File: src/rtl/rhythm_pkg.sv
package rhythm_pkg;

    // One note of a chart or of the player's keys
    typedef struct packed {
        logic       oct_down;
        logic       oct_up;
        logic [6:0] key;      // one-hot, bit 0 is C and bit 6 is B, zero is a rest
    } note_t;

    // Note as it arrives on the chart stream
    typedef struct packed {
        logic  last;
        note_t note;
    } chart_note_t;

    typedef enum logic [2:0] {
        GRADE_MISS,
        GRADE_GOOD,
        GRADE_GREAT,
        GRADE_PERFECT,
        GRADE_AUTO
    } grade_t;

    // Running score width
    parameter int SCORE_W = 14;

    // One result per note step
    typedef struct packed {
        note_t              note;
        grade_t             grade;
        logic [SCORE_W-1:0] score;
    } result_t;

    // Points per grade
    parameter int PTS_PERFECT = 5;
    parameter int PTS_GREAT   = 3;
    parameter int PTS_GOOD    = 1;
    parameter int PTS_AUTO    = 4;

    // Bit 0 octave lamp, bits 7..1 key lamps with C on bit 7
    typedef logic [7:0] led_t;

endpackage

File: src/rtl/chart_fetch.sv
`timescale 1ns/1ps

module chart_fetch (
    input  logic                    prog_clk,
    input  logic                    rst,
    input  logic                    chart_valid,
    input  rhythm_pkg::chart_note_t chart_note,
    output logic                    chart_ready,
    input  logic                    target_take,
    output logic                    target_valid,
    output rhythm_pkg::chart_note_t target,
    output logic                    finished
);
    logic armed;        // stream opens the cycle after reset
    logic last_take;
    logic load;

    assign last_take   = target_take & target.last;
    // Nothing past the last note is accepted
    assign chart_ready = armed & ~finished & ~last_take & (~target_valid | target_take);
    assign load        = chart_valid & chart_ready;

    always_ff @(posedge prog_clk or posedge rst) begin
        if (rst) begin
            armed        <= 1'b0;
            target_valid <= 1'b0;
            finished     <= 1'b0;
        end else begin
            armed <= 1'b1;
            if (load)
                target_valid <= 1'b1;
            else if (target_take)
                target_valid <= 1'b0;
            if (last_take)
                finished <= 1'b1;
        end
    end

    always_ff @(posedge prog_clk) begin
        if (load)
            target <= chart_note;
    end

    chart_note_legal: assert property (@(posedge prog_clk) disable iff (rst)
        chart_valid |-> ($onehot0(chart_note.note.key) &&
                         !(chart_note.note.oct_down && chart_note.note.oct_up)));

    take_needs_target: assert property (@(posedge prog_clk) disable iff (rst)
        target_take |-> target_valid);

endmodule

File: src/rtl/hit_judge.sv
`timescale 1ns/1ps

module hit_judge (
    input  logic                    prog_clk,
    input  logic                    rst,
    input  logic                    auto_play,
    input  rhythm_pkg::note_t       keys,
    input  logic                    step_due,
    input  logic                    target_valid,
    input  rhythm_pkg::chart_note_t target,
    output logic                    target_take,
    output logic                    step_taken,
    input  logic                    res_ready,
    output logic                    res_valid,
    output rhythm_pkg::result_t     res
);
    localparam int SW = rhythm_pkg::SCORE_W;

    rhythm_pkg::note_t  hist_1;     // keys at the previous step
    rhythm_pkg::note_t  hist_2;     // keys two steps back
    rhythm_pkg::note_t  played;
    rhythm_pkg::grade_t grade;
    logic [SW-1:0]      pts;
    logic [SW-1:0]      score;
    logic               step;

    // Step needs a due period, a target and a free result slot
    assign step        = step_due & target_valid & (~res_valid | res_ready);
    assign step_taken  = step;
    assign target_take = step;

    // Grade against the current keys first, then the history
    always_comb begin
        played = keys;
        grade  = rhythm_pkg::GRADE_MISS;
        pts    = '0;
        if (auto_play) begin
            played = target.note;
            grade  = rhythm_pkg::GRADE_AUTO;
            pts    = SW'(rhythm_pkg::PTS_AUTO);
        end else if (target.note == keys) begin
            grade = rhythm_pkg::GRADE_PERFECT;
            pts   = SW'(rhythm_pkg::PTS_PERFECT);
        end else if (target.note == hist_1) begin
            grade = rhythm_pkg::GRADE_GREAT;
            pts   = SW'(rhythm_pkg::PTS_GREAT);
        end else if (target.note == hist_2) begin
            grade = rhythm_pkg::GRADE_GOOD;
            pts   = SW'(rhythm_pkg::PTS_GOOD);
        end
    end

    always_ff @(posedge prog_clk or posedge rst) begin
        if (rst) begin
            hist_1    <= '0;
            hist_2    <= '0;
            score     <= '0;
            res_valid <= 1'b0;
        end else if (step) begin
            hist_1    <= keys;
            hist_2    <= hist_1;
            score     <= score + pts;
            res_valid <= 1'b1;
        end else if (res_ready) begin
            res_valid <= 1'b0;
        end
    end

    always_ff @(posedge prog_clk) begin
        if (step) begin
            res.note  <= played;
            res.grade <= grade;
            res.score <= score + pts;
        end
    end

endmodule

File: src/rtl/play_timer.sv
`timescale 1ns/1ps

module play_timer #(
    parameter int unsigned COUNT_TICKS = 2,
    parameter int unsigned STEP_TICKS  = 2
) (
    input  logic       prog_clk,
    input  logic       rst,
    input  logic       step_taken,
    input  logic       finished,
    output logic [1:0] countdown,
    output logic       playing,
    output logic       step_due
);
    localparam int CW = $clog2(COUNT_TICKS);
    localparam int SW = $clog2(STEP_TICKS);

    logic [CW-1:0] cd_cnt;
    logic [SW-1:0] step_cnt;
    logic          started;

    assign playing = started & ~finished;

    // Countdown 3, 2, 1, 0, then play starts
    always_ff @(posedge prog_clk or posedge rst) begin
        if (rst) begin
            cd_cnt    <= '0;
            countdown <= 2'd3;
            started   <= 1'b0;
        end else if (!started) begin
            if (cd_cnt == CW'(COUNT_TICKS - 1)) begin
                cd_cnt <= '0;
                if (countdown == 2'd0)
                    started <= 1'b1;
                else
                    countdown <= countdown - 2'd1;
            end else begin
                cd_cnt <= cd_cnt + 1'b1;
            end
        end
    end

    // Step period, restarted at 1 so steps are STEP_TICKS apart
    always_ff @(posedge prog_clk or posedge rst) begin
        if (rst) begin
            step_cnt <= '0;
            step_due <= 1'b0;
        end else if (step_taken) begin
            step_cnt <= SW'(1);
            step_due <= 1'b0;
        end else if (finished) begin
            step_due <= 1'b0;
        end else if (playing && !step_due) begin
            if (step_cnt == SW'(STEP_TICKS - 1))
                step_due <= 1'b1;
            else
                step_cnt <= step_cnt + 1'b1;
        end
    end

    step_only_when_due: assert property (@(posedge prog_clk) disable iff (rst)
        step_taken |-> step_due);

endmodule

File: src/rtl/rhythm_play_top.sv
`timescale 1ns/1ps

module rhythm_play_top #(
    parameter int unsigned COUNT_TICKS = 100_000_000,  // one second at 100 MHz
    parameter int unsigned STEP_TICKS  = 25_000_000
) (
    input  logic                    prog_clk,
    input  logic                    rst,
    input  logic                    auto_play,
    input  rhythm_pkg::note_t       keys,
    input  logic                    chart_valid,
    input  rhythm_pkg::chart_note_t chart_note,
    output logic                    chart_ready,
    output logic                    result_valid,
    output rhythm_pkg::result_t     result,
    input  logic                    result_ready,
    output rhythm_pkg::led_t        led,
    output logic [1:0]              countdown,
    output logic                    playing,
    output logic                    finished
);
    // Step timing
    logic step_due;
    logic step_taken;

    // Target link
    logic                    target_valid;
    logic                    target_take;
    rhythm_pkg::chart_note_t target;

    // Result link
    logic                res_valid;
    logic                res_ready;
    rhythm_pkg::result_t res;

    play_timer #(
        .COUNT_TICKS (COUNT_TICKS),
        .STEP_TICKS  (STEP_TICKS)
    ) play_timer_inst (
        .prog_clk   (prog_clk),
        .rst        (rst),
        .step_taken (step_taken),
        .finished   (finished),
        .countdown  (countdown),
        .playing    (playing),
        .step_due   (step_due)
    );

    chart_fetch chart_fetch_inst (
        .prog_clk     (prog_clk),
        .rst          (rst),
        .chart_valid  (chart_valid),
        .chart_note   (chart_note),
        .chart_ready  (chart_ready),
        .target_take  (target_take),
        .target_valid (target_valid),
        .target       (target),
        .finished     (finished)
    );

    hit_judge hit_judge_inst (
        .prog_clk     (prog_clk),
        .rst          (rst),
        .auto_play    (auto_play),
        .keys         (keys),
        .step_due     (step_due),
        .target_valid (target_valid),
        .target       (target),
        .target_take  (target_take),
        .step_taken   (step_taken),
        .res_ready    (res_ready),
        .res_valid    (res_valid),
        .res          (res)
    );

    step_emitter step_emitter_inst (
        .prog_clk     (prog_clk),
        .rst          (rst),
        .res_valid    (res_valid),
        .res          (res),
        .res_ready    (res_ready),
        .result_valid (result_valid),
        .result       (result),
        .result_ready (result_ready),
        .led          (led)
    );

endmodule

File: src/rtl/step_emitter.sv
`timescale 1ns/1ps

module step_emitter (
    input  logic                prog_clk,
    input  logic                rst,
    input  logic                res_valid,
    input  rhythm_pkg::result_t res,
    output logic                res_ready,
    output logic                result_valid,
    output rhythm_pkg::result_t result,
    input  logic                result_ready,
    output rhythm_pkg::led_t    led
);
    rhythm_pkg::led_t led_next;
    logic             key_one_hot;
    logic             load;

    // Room when empty or draining this cycle
    assign res_ready = ~result_valid | result_ready;
    assign load      = res_valid & res_ready;

    assign key_one_hot = (res.note.key != 7'd0) &&
                         ((res.note.key & (res.note.key - 7'd1)) == 7'd0);

    // Key lamps mirrored, C on bit 7 and B on bit 1
    always_comb begin
        led_next    = '0;
        led_next[0] = res.note.oct_down | res.note.oct_up;
        if (key_one_hot) begin
            for (int i = 0; i < 7; i++)
                led_next[7 - i] = res.note.key[i];
        end
    end

    always_ff @(posedge prog_clk or posedge rst) begin
        if (rst) begin
            result_valid <= 1'b0;
            led          <= '0;
        end else if (load) begin
            result_valid <= 1'b1;
            led          <= led_next;
        end else if (result_ready) begin
            result_valid <= 1'b0;
        end
    end

    always_ff @(posedge prog_clk) begin
        if (load)
            result <= res;
    end

    // Held result under back-pressure
    result_stable: assert property (@(posedge prog_clk) disable iff (rst)
        result_valid && !result_ready |=> result_valid && $stable(result));

endmodule

File: config.mk
export PLATFORM = sky130hd
export DESIGN_NAME = rhythm_play_top
export DESIGN_NICKNAME = d
export VERILOG_FILES = /design/src/rtl/rhythm_pkg.sv /design/src/rtl/chart_fetch.sv /design/src/rtl/hit_judge.sv /design/src/rtl/play_timer.sv /design/src/rtl/rhythm_play_top.sv /design/src/rtl/step_emitter.sv
export SDC_FILE = /design/constraint.sdc
export NUM_CORES = 1
export LEC_CHECK = 0
export BUFFER_PORTS_ARGS = -buffer_cell sky130_fd_sc_hd__buf_2
export CAP_MARGIN = 5
export CELL_PAD_IN_SITES_DETAIL_PLACEMENT = 1
export CELL_PAD_IN_SITES_GLOBAL_PLACEMENT = 1
export CORE_MARGIN = 1.5
export CORE_UTILIZATION = 48
export DETAILED_ROUTE_END_ITERATION = 10
export MAX_ROUTING_LAYER = met4
export PLACE_DENSITY_LB_ADDON = 0.1
export SLEW_MARGIN = 20
export SYNTH_ARGS = -nofsm -noshare
export SYNTH_HDL_FRONTEND = slang
export SYNTH_SLANG_ARGS = --single-unit
File: constraint.sdc
create_clock -name prog_clk -period 4.3 [get_ports prog_clk]
set_input_delay 0.645 -clock prog_clk [delete_from_list [all_inputs] [get_ports prog_clk]]
set_output_delay 0.645 -clock prog_clk [all_outputs]
set_load 0.03 [all_outputs]
==> metrics.md, run 1 <==
| Metric | Value |
|---|---|
| Outcome | `finished with violations` |
| Failing checks | `DRC` |
| Fmax achieved | `289 MHz` |
| Relative slew slack | `32.0%` |
| Clock-pin slew on the worst setup and hold paths | `0.06 ns` |
| Global route overflow | `0` |
| PD cells | `447 mW/mm^2` |
| Row count | `44` |
| DR vias/cell | `5.54` |
| Critical path launch point type | `register` |
| Dpl hpwl | `11,000 um` |
| FFs w/ async S/R, synth | `62.0%` |
| Largest family of logic cells by synthesized area | `simple AND/OR/NAND/NOR gates` |
| Final Hold Fails | `0` |
| Syn_area_per_cell | `11.5 um^2` |
| Mux contribution to synthesized area | `1.97%` |
| Core area | `0.0146 mm^2` |
| Pin count of the biggest net entering global routing | `44` |
| Arrival time worst endpoint | `3.64 ns` |
| CP max stage cell | `nor4_1` |
| # DRC | `6` |
| Sequential share of the synthesized area | `60.8%` |
| Slew Viols, Final | `0` |
| Initial DRT Pass Iterations | `7` |
| DRT antenna net count | `0` |
| Worst path cell trace | `xor2_1 -> nor4_1 -> nand4_1 -> a21oi_1 -> nand2b_1 -> ha_1 -> a21o_1 -> a21oi_1 -> nor4_1 -> nand3_1 -> xnor2_1` |
| Tcrit/Tclk final | `80.4%` |
| Peak VDD IR | `0.000294 V` |
| H-tree levels | `4` |
| Worst-Skew Late Latency | `0.43 ns` |
| Max Cap Viol | `0` |
| Net count, final | `726` |
| Via Count | `4,938` |
| Post-synthesis compound-gate area fraction | `4.45%` |
| RePlAce Congestion | `0.829` |
| Number of synthesized flops with an enable pin | `62` |
| Synth Warn # | `0` |
| Flops & latches, synth | `163` |
| Clk root buf | `clkbuf_16` |
| Post-Synth XOR/XNOR Area | `10.3%` |
| Element type at the critical path end | `register` |
| Number of diodes | `0` |
| Worst Path Required | `4.48 ns` |
| Final WL | `15,800 um` |
| Drt wl/cell | `17.7 um` |
| Total setup buffers inserted after CTS | `0` |
| Tot GR Track Use | `22.4%` |
| CTS tree | `built` |
| Layout cell share with drive strength beyond 1 | `16.7%` |
| Distinct cell type count after synthesis | `48` |
| Die ar. | `0.0158 mm^2` |
| Max stage delay on crit path | `0.77 ns` |
| Main synth FF type | `dfrtp_1` |
| Final setup violation count | `0` |
| Period minus WS final | `3.46 ns` |
| Synth Area in Simple Gates | `19.0%` |
| RSZ-0062 raised after global routing | `no` |
| Synth Instances | `627` |
| Worst path buffer plus inverter count | `0` |
| Final hold slack | `0.226 ns` |
| Leakage Power | `3.50 nW` |
| Setup TNS Final | `0 ns` |
| Initial DRC Count | `279` |
| Top Family by Delay on Critical Path | `simple AND/OR/NAND/NOR gates` |
| Post_cts resized | `0` |
| Clock Skews | `0.00661 ns` |
| Initial antenna violation count | `0` |
| Critical path peak fanout | `6` |
| Post-synthesis cell area | `0.00723 mm^2` |
| Final total power | `3.71 mW` |
| First-pass GRT wire length | `26,900 um` |
| Vias in the first global route | `5,307` |
| Slew @ Worst Pin | `1.02 ns` |
| Synth Area in Adders | `1.45%` |
| Clk sink count | `163` |
| Io pins | `64` |
| Port buffer count | `63` |
| Initial core utilization | `49.4%` |
| Hold buffer count at cts | `0` |
| Synth Net Count | `658` |
| WS Path Type | `register to register` |
| Hold Path Class | `input pin to asynchronous set/reset pin` |
| CTS Buffer Depth | `2` |
| Die width | `126 um` |
| Chip height | `126 um` |
| Cts bufs inserted | `17` |
| Synthesis-to-layout area growth | `15.1%` |
cells by family after synthesis:
logic type	count (synthesis)
and+or+nand+nor	271
DFF	163
xor gates and xnor gates	85
AOI/OAI and AO/OA	50
buffers and inverters	36
muxes	13
adders and majority gates	8
other	1
power by group:
part,switching (mW),internal (mW),total (mW)
combinational,0.191,0.148,0.339
sequential,0.147,1.75,1.89
clock,0.615,0.866,1.48
placed cells by master, fill, tap and decap left out, types with 5 or more instances in the layout:
cell,n
or3_1,6
buf_4,6
a21oi_1,10
buf_2,63
xor2_1,40
or4_1,5
and3_1,5
edfxtp_1,62
dfrtp_1,99
ha_1,6
xnor2_1,45
clkbuf_16,17
nor4_1,12
mux2_2,10
a22o_1,7
o31ai_1,6
nor2_1,43
clkinvlp_4,5
nand2b_1,7
nand3_1,28
nand4_1,24
nor3_1,19
nand2_1,97
and4_1,7
inv_1,13
o21ai_0,15
through the flow:
step	util (%)	instances	setup slack, ns	area [um^2]
floorplan	-	627	1.01	7230
CTS	56.8	892	0.876	8320
global route	56.8	892	0.594	8320
finish	56.8	892	0.845	8320
detailed placement	52.8	860	0.688	7740
global placement	52.8	860	0.842	7740
per-layer routing:
| layer | GRT usage (%) | vias to the layer above | share of wire [%] |
|---|---|---|---|
| met2 | 38.2 | 84 | 51 |
| met5 | - | - | 0 |
| met4 | 8.07 | 0 | 1.9 |
| li1 | - | 2345 | - |
| met1 | 26.8 | 2479 | 43 |
| met3 | 3.91 | 30 | 3.7 |
final cells by class:
cell class              instances  area, um^2
fillers                      1534        6330
flip-flops and latches        163        4390
multi-input cells             428        2690
clock buffers                  19         443
repair buffers                 69         360
well taps                     184         230
clock inverters                13         136
inverters                      16        62.6
worst register-to-register path, delay by kind of cell (launching register included):
kind            cells  cell delay (ns)
flops               1             0.49
compound gates      3             0.53
simple gates        5             1.66
xor+xnor            2             0.37
fa+ha+maj           1             0.16
sequential cells by signal, indices dropped and copies added, names as in the netlist, 2 cells and up:
| name | count |
|---|---|
| play_timer_inst.cd_cnt | 27 |
| hit_judge_inst.res | 26 |
| step_emitter_inst.result | 26 |
| play_timer_inst.step_cnt | 25 |
| hit_judge_inst.score | 14 |
| chart_fetch_inst.target | 10 |
| hit_judge_inst.hist_1 | 9 |
| hit_judge_inst.hist_2 | 9 |
| step_emitter_inst.led | 8 |
| play_timer_inst.countdown | 2 |
cells in the mapped netlist, drive strengths merged (5+ instances only):
cell	number	area share, %
dfrtp	99	34
ha	6	1.0
edfxtp	62	26
nand2b	7	0.61
inv	16	0.83
buf	5	0.38
o31ai	6	0.62
nand2	97	5.0
nand4	24	2.1
nor2	43	2.2
nand3	29	2.1
and4	7	0.85
a21oi	10	0.69
clkbuf	15	0.78
a22o	7	0.85
or3	6	0.52
or4	5	0.52
and3	5	0.43
nor3	19	1.3
nor4	14	1.6
xor2	40	4.8
xnor2	45	5.5
o21ai	15	1.0
mux2	10	1.6
path summary, 6_finish.rpt:
kind,from,to,slack (ns),cells past startpoint
hold reg to reg,hit_judge_inst.res[14],step_emitter_inst.result[14],0.42,0
setup reg to reg,chart_fetch_inst.target[3],hit_judge_inst.res[13],0.84,11
min in group prog_clk,chart_note[3],chart_fetch_inst.target[3],0.39,1
max in group asynchronous,rst,play_timer_inst.countdown[0],3.14,3
hold / removal,rst,hit_judge_inst.score[8],0.23,2
setup / recovery,chart_fetch_inst.target[3],hit_judge_inst.res[13],0.84,11
Note: power is estimated with default switching activity, not from simulation.
==> run 2: changes to the inputs <==
Settings changed: CORE_UTILIZATION 48 to 43.
Clock period 4.3 ns to 3 ns, I/O delays scaled along.
==> metrics.md, run 2 (synthesized netlist as in run 1, its figures left out) <==
| Metric | Value |
|---|---|
| Tot GR Track Use | `20.4% (-2.0 points)` |
| Max stage delay on crit path | `0.54 ns (-0.23 ns)` |
| Launch point of the worst hold path | `chart_note[8]` |
| Leakage Power | `3.70 nW (+5.8%)` |
| Cell Int Power | `3.90 mW (+41%)` |
| CP max stage cell | `or4_4` |
| Final WL | `16,800 um (+6.3%)` |
| Critical Path Source | `chart_fetch_inst.target[6]` |
| Failing checks | `setup timing` |
| Clk sink count | `163 (unchanged)` |
| H-tree levels | `4 (unchanged)` |
| Peak VDD IR | `0.000437 V (+48%)` |
| Dpl cells | `917 (+6.6%)` |
| Fmax achieved | `312 MHz (+7.8%)` |
| Final Hold Fails | `0 (unchanged)` |
| Layout cell share with drive strength beyond 1 | `23.0% (+6.4 points)` |
| WS Path Type | `register to register` |
| Biggest regs | `play_timer_inst.cd_cnt x27, hit_judge_inst.res x26, step_emitter_inst.result x26` |
| Worst path cell trace | `buf_4 -> xnor2_1 -> nand4_1 -> or4_4 -> nand2b_4 -> ha_4 -> inv_2 -> fa_2 -> nor2b_4 -> buf_4 -> buf_6 -> buf_4 -> buf_4 -> o21ai_4 -> nor2_2 -> xor2_1` |
| Critical path launch point type | `register` |
| Element type at the critical path end | `register` |
| Worst-Skew Late Latency | `0.43 ns (about the same)` |
| Min-Delay Endpoint | `chart_fetch_inst.target[8]` |
| Initial core utilization | `43.7% (-5.6 points)` |
| Period minus WS final | `3.21 ns (-0.250 ns)` |
| Clock Power Share | `39.5% (-0.4 points)` |
| Initial antenna violation count | `0 (unchanged)` |
| Setup TNS Final | `-0.720 ns (-0.720 ns)` |
| FF-to-FF setup slack | `-0.21 ns (-1.05 ns)` |
| DR vias/cell | `5.24 (-5.4%)` |
| Slew Viols, Final | `0 (unchanged)` |
| RSZ-0062 raised after global routing | `yes` |
| Relative slew slack | `53.7% (+22 points)` |
| Net count, final | `760 (+4.7%)` |
| Core area | `0.0165 mm^2 (+13%)` |
| Cts bufs inserted | `17 (unchanged)` |
| Critical path's most frequent cell | `buf_4` |
| Critical path peak fanout | `4 (-2)` |
| Critical R2R Launch | `chart_fetch_inst.target[6]` |
| PD cells | `611 mW/mm^2 (+37%)` |
| Commonest non-fill, non-tap cell in the layout | `dfrtp_1` |
| Final hold slack | `0.197 ns (-0.0292 ns)` |
| # DRC | `0 (-6)` |
| Worst Slack Setup Final | `-0.205 ns (-1.05 ns)` |
| Number of diodes | `0 (unchanged)` |
| CTS tree | `built` |
| Largest Register | `play_timer_inst.cd_cnt` |
| Worst Path Required | `3.34 ns (-1.14 ns)` |
| Max reg flops | `27 (unchanged)` |
| Final total power | `5.37 mW (+44%)` |
| Clk root buf | `clkbuf_16` |
| Fill cells | `1,774 (+16%)` |
| Chip height | `133 um (+5.5%)` |
| R2R Path End | `hit_judge_inst.score[4]` |
| Max Cap Viol | `0 (unchanged)` |
| Drt wl/cell | `17.5 um (-1.5%)` |
| Clock-pin slew on the worst setup and hold paths | `0.07 ns (about the same)` |
| Final setup violation count | `11 (+11)` |
| Die width | `133 um (+5.5%)` |
| Cells on worst reg2reg path | `16 (+5)` |
| Row count | `47 (+6.8%)` |
| Die ar. | `0.0176 mm^2 (+11%)` |
| Tcrit/Tclk final | `107% (+26 points)` |
| Global route overflow | `0 (unchanged)` |
| Clock Skews | `0.00949 ns (+0.00288 ns)` |
| Hold path depth | `1` |
| First-pass GRT wire length | `27,300 um (+1.7%)` |
| Outcome | `finished with violations` |
| Initial DRC Count | `263 (-5.7%)` |
| Port buffer count | `63 (unchanged)` |
| Combinational share of power | `9.8% (+0.7 points)` |
| RePlAce Congestion | `0.821 (-0.94%)` |
| Via Count | `5,038 (+2.0%)` |
| Vias in the first global route | `5,387 (+1.5%)` |
| Commonest non-fill, non-tap cells in the layout | `dfrtp_1 (99), nand2_1 (97), buf_2 (63)` |
| CTS Buffer Depth | `2 (unchanged)` |
| Initial DRT Pass Iterations | `4 (-3)` |
| DRT antenna net count | `0 (unchanged)` |
| Seq pwr share | `50.7% (-0.3 points)` |
| Arrival time worst endpoint | `3.54 ns (-0.10 ns)` |
| Pin count of the biggest net entering global routing | `58 (+32%)` |
| Io pins | `64 (unchanged)` |
| Synthesis-to-layout area growth | `21.5%` |
| Sw power | `1.46 mW (+54%)` |
| Finished Layout Cells | `962 (+7.8%)` |
| Hold Path Class | `input pin to register` |
| Final Core Density | `53.1% (-3.7 points)` |
| Dpl hpwl | `11,100 um (+0.93%)` |
| Slew @ Worst Pin | `0.689 ns (-0.330 ns)` |
| Sw Share | `27.3% (+1.6 points)` |
## run 2: cell count changes in the layout (fill, tap and decap cells not counted), moves of 2 or more
cell / delta
nor4_1: -2
nor2_1: -2
buf_4: +28
nor4_2: +2
buf_6: +2
inv_6: +5
nand3_1: -2
nand2b_1: -2
buf_12: +3
nand2b_4: +2
## run 2: worst max path at each step
stage	endpoint	slack, ns	cells after the start
2_1_floorplan	hit_judge_inst.res[10]	0.14	13
3_3_place_gp	hit_judge_inst.res[10]	-0.18	14
3_5_place_dp	hit_judge_inst.res[10]	-0.27	14
4_1_cts	hit_judge_inst.res[10]	-0.07	14
5_1_grt	hit_judge_inst.score[4]	-0.29	16
6_report	hit_judge_inst.score[4]	-0.21	16
## run 2: per-layer routing
metal	GRT usage (%)	up-vias	part of all wire [%]
met5	-	-	0
met4	7.26	0	2.0
met3	3.83	32	2.5
met2	34.1	79	51
met1	24.9	2520	45
li1	-	2407	-
## run 2: timing repair
item / in CTS / in global routing
hold buffers: 1 / 0
resized for setup: 13 / 14
setup buffers: 8 / 4
hold endpoints to repair: 9 / 0
pin swaps: 5 / 12
cloned: 0 / 0
setup endpoints to repair: 7 / 20
## run 2: area by class of cell
cell class | instances | area [um^2] | area share (%)
clock buffers | 17 | 425 | 4.85
clock inverters | 15 | 146 | 1.67
inverters | 16 | 63.8 | 0.727
multi-input cells | 428 | 2810 | 32.1
flip-flops and latches | 163 | 4390 | 50.0
well taps | 220 | 275 | 3.14
repair buffers | 103 | 663 | 7.55
## run 2: through the flow
stage	worst slack, ns	area (um^2)
after detailed placement	-0.271	7980
after CTS	-0.0698	8670
after global placement	-0.182	7980
after floorplan	0.137	7230
after global routing	-0.293	8780
final	-0.205	8780
## run 2: critical path: cells and delay by family, from the launching register on
family                     cells  cell delay [ns]
and+or+nand+nor                5             1.07
buffers and inverters          6             0.62
adders and majority gates      2             0.54
DFF                            1             0.46
xor gates and xnor gates       2             0.35
AOI/OAI and AO/OA              1             0.06
## run 2: power groups by stage
stage               Sequential, mW  Combinational (mW)  Clock (mW)
global route                  2.75               0.594        2.24
detailed placement            2.76               0.503           0
floorplan                     2.72               0.343           0
finish                        2.72               0.526        2.12
CTS                           2.72               0.520        2.16
global placement              2.74               0.476           0
==> run 3: changes to the inputs <==
Settings changed: CORE_UTILIZATION 43 to 51, MAX_ROUTING_LAYER met4 to unset.
Clock period 3 ns to 3.8 ns, I/O delays scaled along.
==> metrics.md, run 3 (synthesized netlist as in run 1, its figures left out) <==
| Metric | Value |
|---|---|
| Initial core utilization | `52.1% (+8.3 points)` |
| Launch point of the worst hold path | `chart_note[9]` |
| PD cells | `518 mW/mm^2 (-15%)` |
| Dpl hpwl | `11,200 um (+0.46%)` |
| Row count | `43 (-8.5%)` |
| Global route overflow | `0 (unchanged)` |
| Synthesis-to-layout area growth | `15.5%` |
| Max Cap Viol | `0 (unchanged)` |
| Cells on worst reg2reg path | `13 (-3)` |
| Top Family by Delay on Critical Path | `simple AND/OR/NAND/NOR gates` |
| Placement Setup Slack | `0.254 ns (+0.525 ns)` |
| Critical path launch point type | `register` |
| Vias in the first global route | `5,370 (-0.32%)` |
| Fmax achieved | `282 MHz (-9.6%)` |
| Layout cell share with drive strength beyond 1 | `17.1% (-6.0 points)` |
| Cell Int Power | `3.21 mW (-18%)` |
| Total setup buffers inserted after CTS | `0 (-8)` |
| Critical R2R Launch | `chart_fetch_inst.target[3]` |
| Number of diodes | `0 (unchanged)` |
| Largest Register | `play_timer_inst.cd_cnt` |
| Leakage Power | `3.53 nW (-4.5%)` |
| Clk sink count | `163 (unchanged)` |
| Commonest non-fill, non-tap cells in the layout | `dfrtp_1 (99), nand2_1 (97), buf_2 (63)` |
| R2R Path End | `hit_judge_inst.res[10]` |
| First-pass GRT wire length | `28,100 um (+2.9%)` |
| Cts bufs inserted | `17 (unchanged)` |
| Slew Viols, Final | `0 (unchanged)` |
| Setup TNS Final | `0 ns (+0.720 ns)` |
| Relative slew slack | `30.1% (-24 points)` |
| Commonest non-fill, non-tap cell in the layout | `dfrtp_1` |
| Worst path buffer plus inverter count | `1 (-5)` |
| Element type at the critical path end | `register` |
| Worst-Skew Late Latency | `0.42 ns (about the same)` |
| Max reg flops | `27 (unchanged)` |
| Worst Slack Setup Final | `0.254 ns (+0.460 ns)` |
| Min-Delay Endpoint | `chart_fetch_inst.target[9]` |
| Slew @ Worst Pin | `1.05 ns (+0.359 ns)` |
| Tcrit/Tclk final | `93.3% (-14 points)` |
| Initial DRT Pass Iterations | `4 (unchanged)` |
| Clock Power Share | `41.4% (+1.9 points)` |
| Hold Path Class | `input pin to register` |
| Final WL | `17,000 um (+1.4%)` |
| Tot GR Track Use | `24.7% (+4.3 points)` |
| Initial antenna violation count | `0 (unchanged)` |
| DRT antenna net count | `0 (unchanged)` |
| Die ar. | `0.0149 mm^2 (-15%)` |
| Hold path depth | `1 (unchanged)` |
| Arrival time worst endpoint | `3.71 ns (+0.17 ns)` |
| Chip height | `122 um (-8.0%)` |
| Period minus WS final | `3.55 ns (+0.340 ns)` |
| Pin count of the biggest net entering global routing | `65 (+12%)` |
| Final setup violation count | `0 (-11)` |
| Sw Share | `25.9% (-1.4 points)` |
| Initial DRC Count | `290 (+10%)` |
| Outcome | `finished clean` |
| Worst path cell trace | `xor2_1 -> nor4_1 -> nand4_1 -> a21oi_1 -> nand2b_1 -> ha_1 -> inv_1 -> fa_1 -> nor2b_1 -> o21ba_2 -> and3_1 -> nand3_1 -> xnor2_1` |
| Clock-pin slew on the worst setup and hold paths | `0.07 ns (about the same)` |
| Clock Skews | `0.00856 ns (-0.000932 ns)` |
| Peak VDD IR | `0.000326 V (-25%)` |
| Worst Path Required | `3.97 ns (+0.63 ns)` |
| CP max stage cell | `edfxtp_1` |
| FF-to-FF setup slack | `0.25 ns (+0.46 ns)` |
| Net count, final | `726 (-4.5%)` |
| Die width | `122 um (-8.0%)` |
| Seq pwr share | `49.7% (-1.0 points)` |
| Final total power | `4.33 mW (-19%)` |
| DR vias/cell | `5.67 (+8.3%)` |
| CTS tree | `built` |
| Post_cts resized | `0 (-13)` |
| RePlAce Congestion | `0.817 (-0.43%)` |
| Max stage delay on crit path | `0.51 ns (-0.03 ns)` |
| Hold buffer count at cts | `0 (-1)` |
| RSZ-0062 raised after global routing | `no` |
| H-tree levels | `4 (unchanged)` |
| Final Core Density | `60.1% (+7.0 points)` |
| CTS Buffer Depth | `2 (unchanged)` |
| Port buffer count | `63 (unchanged)` |
| Io pins | `64 (unchanged)` |
| Critical path peak fanout | `4 (unchanged)` |
| Combinational share of power | `9.0% (-0.8 points)` |
| Final Hold Fails | `0 (unchanged)` |
| WS Path Type | `register to register` |
| # DRC | `0 (unchanged)` |
| Via Count | `5,037 (-0.020%)` |
| Sw power | `1.12 mW (-23%)` |
| Core area | `0.0139 mm^2 (-16%)` |
| Clk root buf | `clkbuf_16` |
| Drt wl/cell | `19.2 um (+9.8%)` |
| Fill cells | `1,450 (-18%)` |
| Biggest regs | `play_timer_inst.cd_cnt x27, hit_judge_inst.res x26, step_emitter_inst.result x26` |
-- run 3: changes by cell type in the layout (fill, tap and decap cells not counted), sizes merged --
cell         before  now
clkinv            5    6
buf             102   69
clkbuf           17   18
dlygate4sd3       1    0
clkinvlp          4    1
bufinv            1    3
inv              21   20
-- run 3: through the flow --
stage | std cells | hold WS [ns] | cell area, um^2
final | 888 | 0.320 | 8350
after global routing | 888 | 0.308 | 8350
after CTS | 888 | 0.302 | 8350
after detailed placement | 856 | 0.407 | 7730
after global placement | 856 | 0.401 | 7730
after floorplan | 627 | 0.400 | 7230
-- run 3: layout make-up --
cell class                      instances  area, um^2  share of cell area, %
Sequential cell                       163        4390                   52.6
Multi-Input combinational cell        428        2690                   32.2
Clock buffer                           18         439                   5.26
Timing Repair Buffer                   69         360                   4.32
Tap cell                              180         225                   2.70
Clock inverter                         14         176                   2.11
Inverter                               16        62.6                  0.750
-- run 3: power groups by stage --
stage	logic (mW)	registers (mW)	clock network (mW)
6_report	0.387	2.15	1.79
3_5_place_dp	0.381	2.18	0
5_1_grt	0.442	2.17	1.88
4_1_cts	0.395	2.15	1.82
2_1_floorplan	0.271	2.15	0
3_3_place_gp	0.358	2.16	0
-- run 3: how the worst max path moves through the flow --
stage / startpoint / end / cells past startpoint / slack (ns)
global route: chart_fetch_inst.target[3] / hit_judge_inst.res[10] / 13 / 0.03
CTS: chart_fetch_inst.target[3] / hit_judge_inst.res[10] / 13 / 0.24
floorplan: rst / chart_fetch_inst.armed / 1 / 0.59
finish: chart_fetch_inst.target[3] / hit_judge_inst.res[10] / 13 / 0.25
detailed placement: keys[7] / hit_judge_inst.res[10] / 14 / 0.25
global placement: keys[7] / hit_judge_inst.res[10] / 14 / 0.47
-- run 3: layer usage --
layer	vias to the layer above	wire [um]	GRT usage, %	part of all wire (%)
met5	-	0	0	0
met4	0	288	7.94	1.7
met1	2564	7340	31.3	43
li1	2348	-	-	-
met2	103	8870	43.2	52
met3	22	536	4.21	3.1
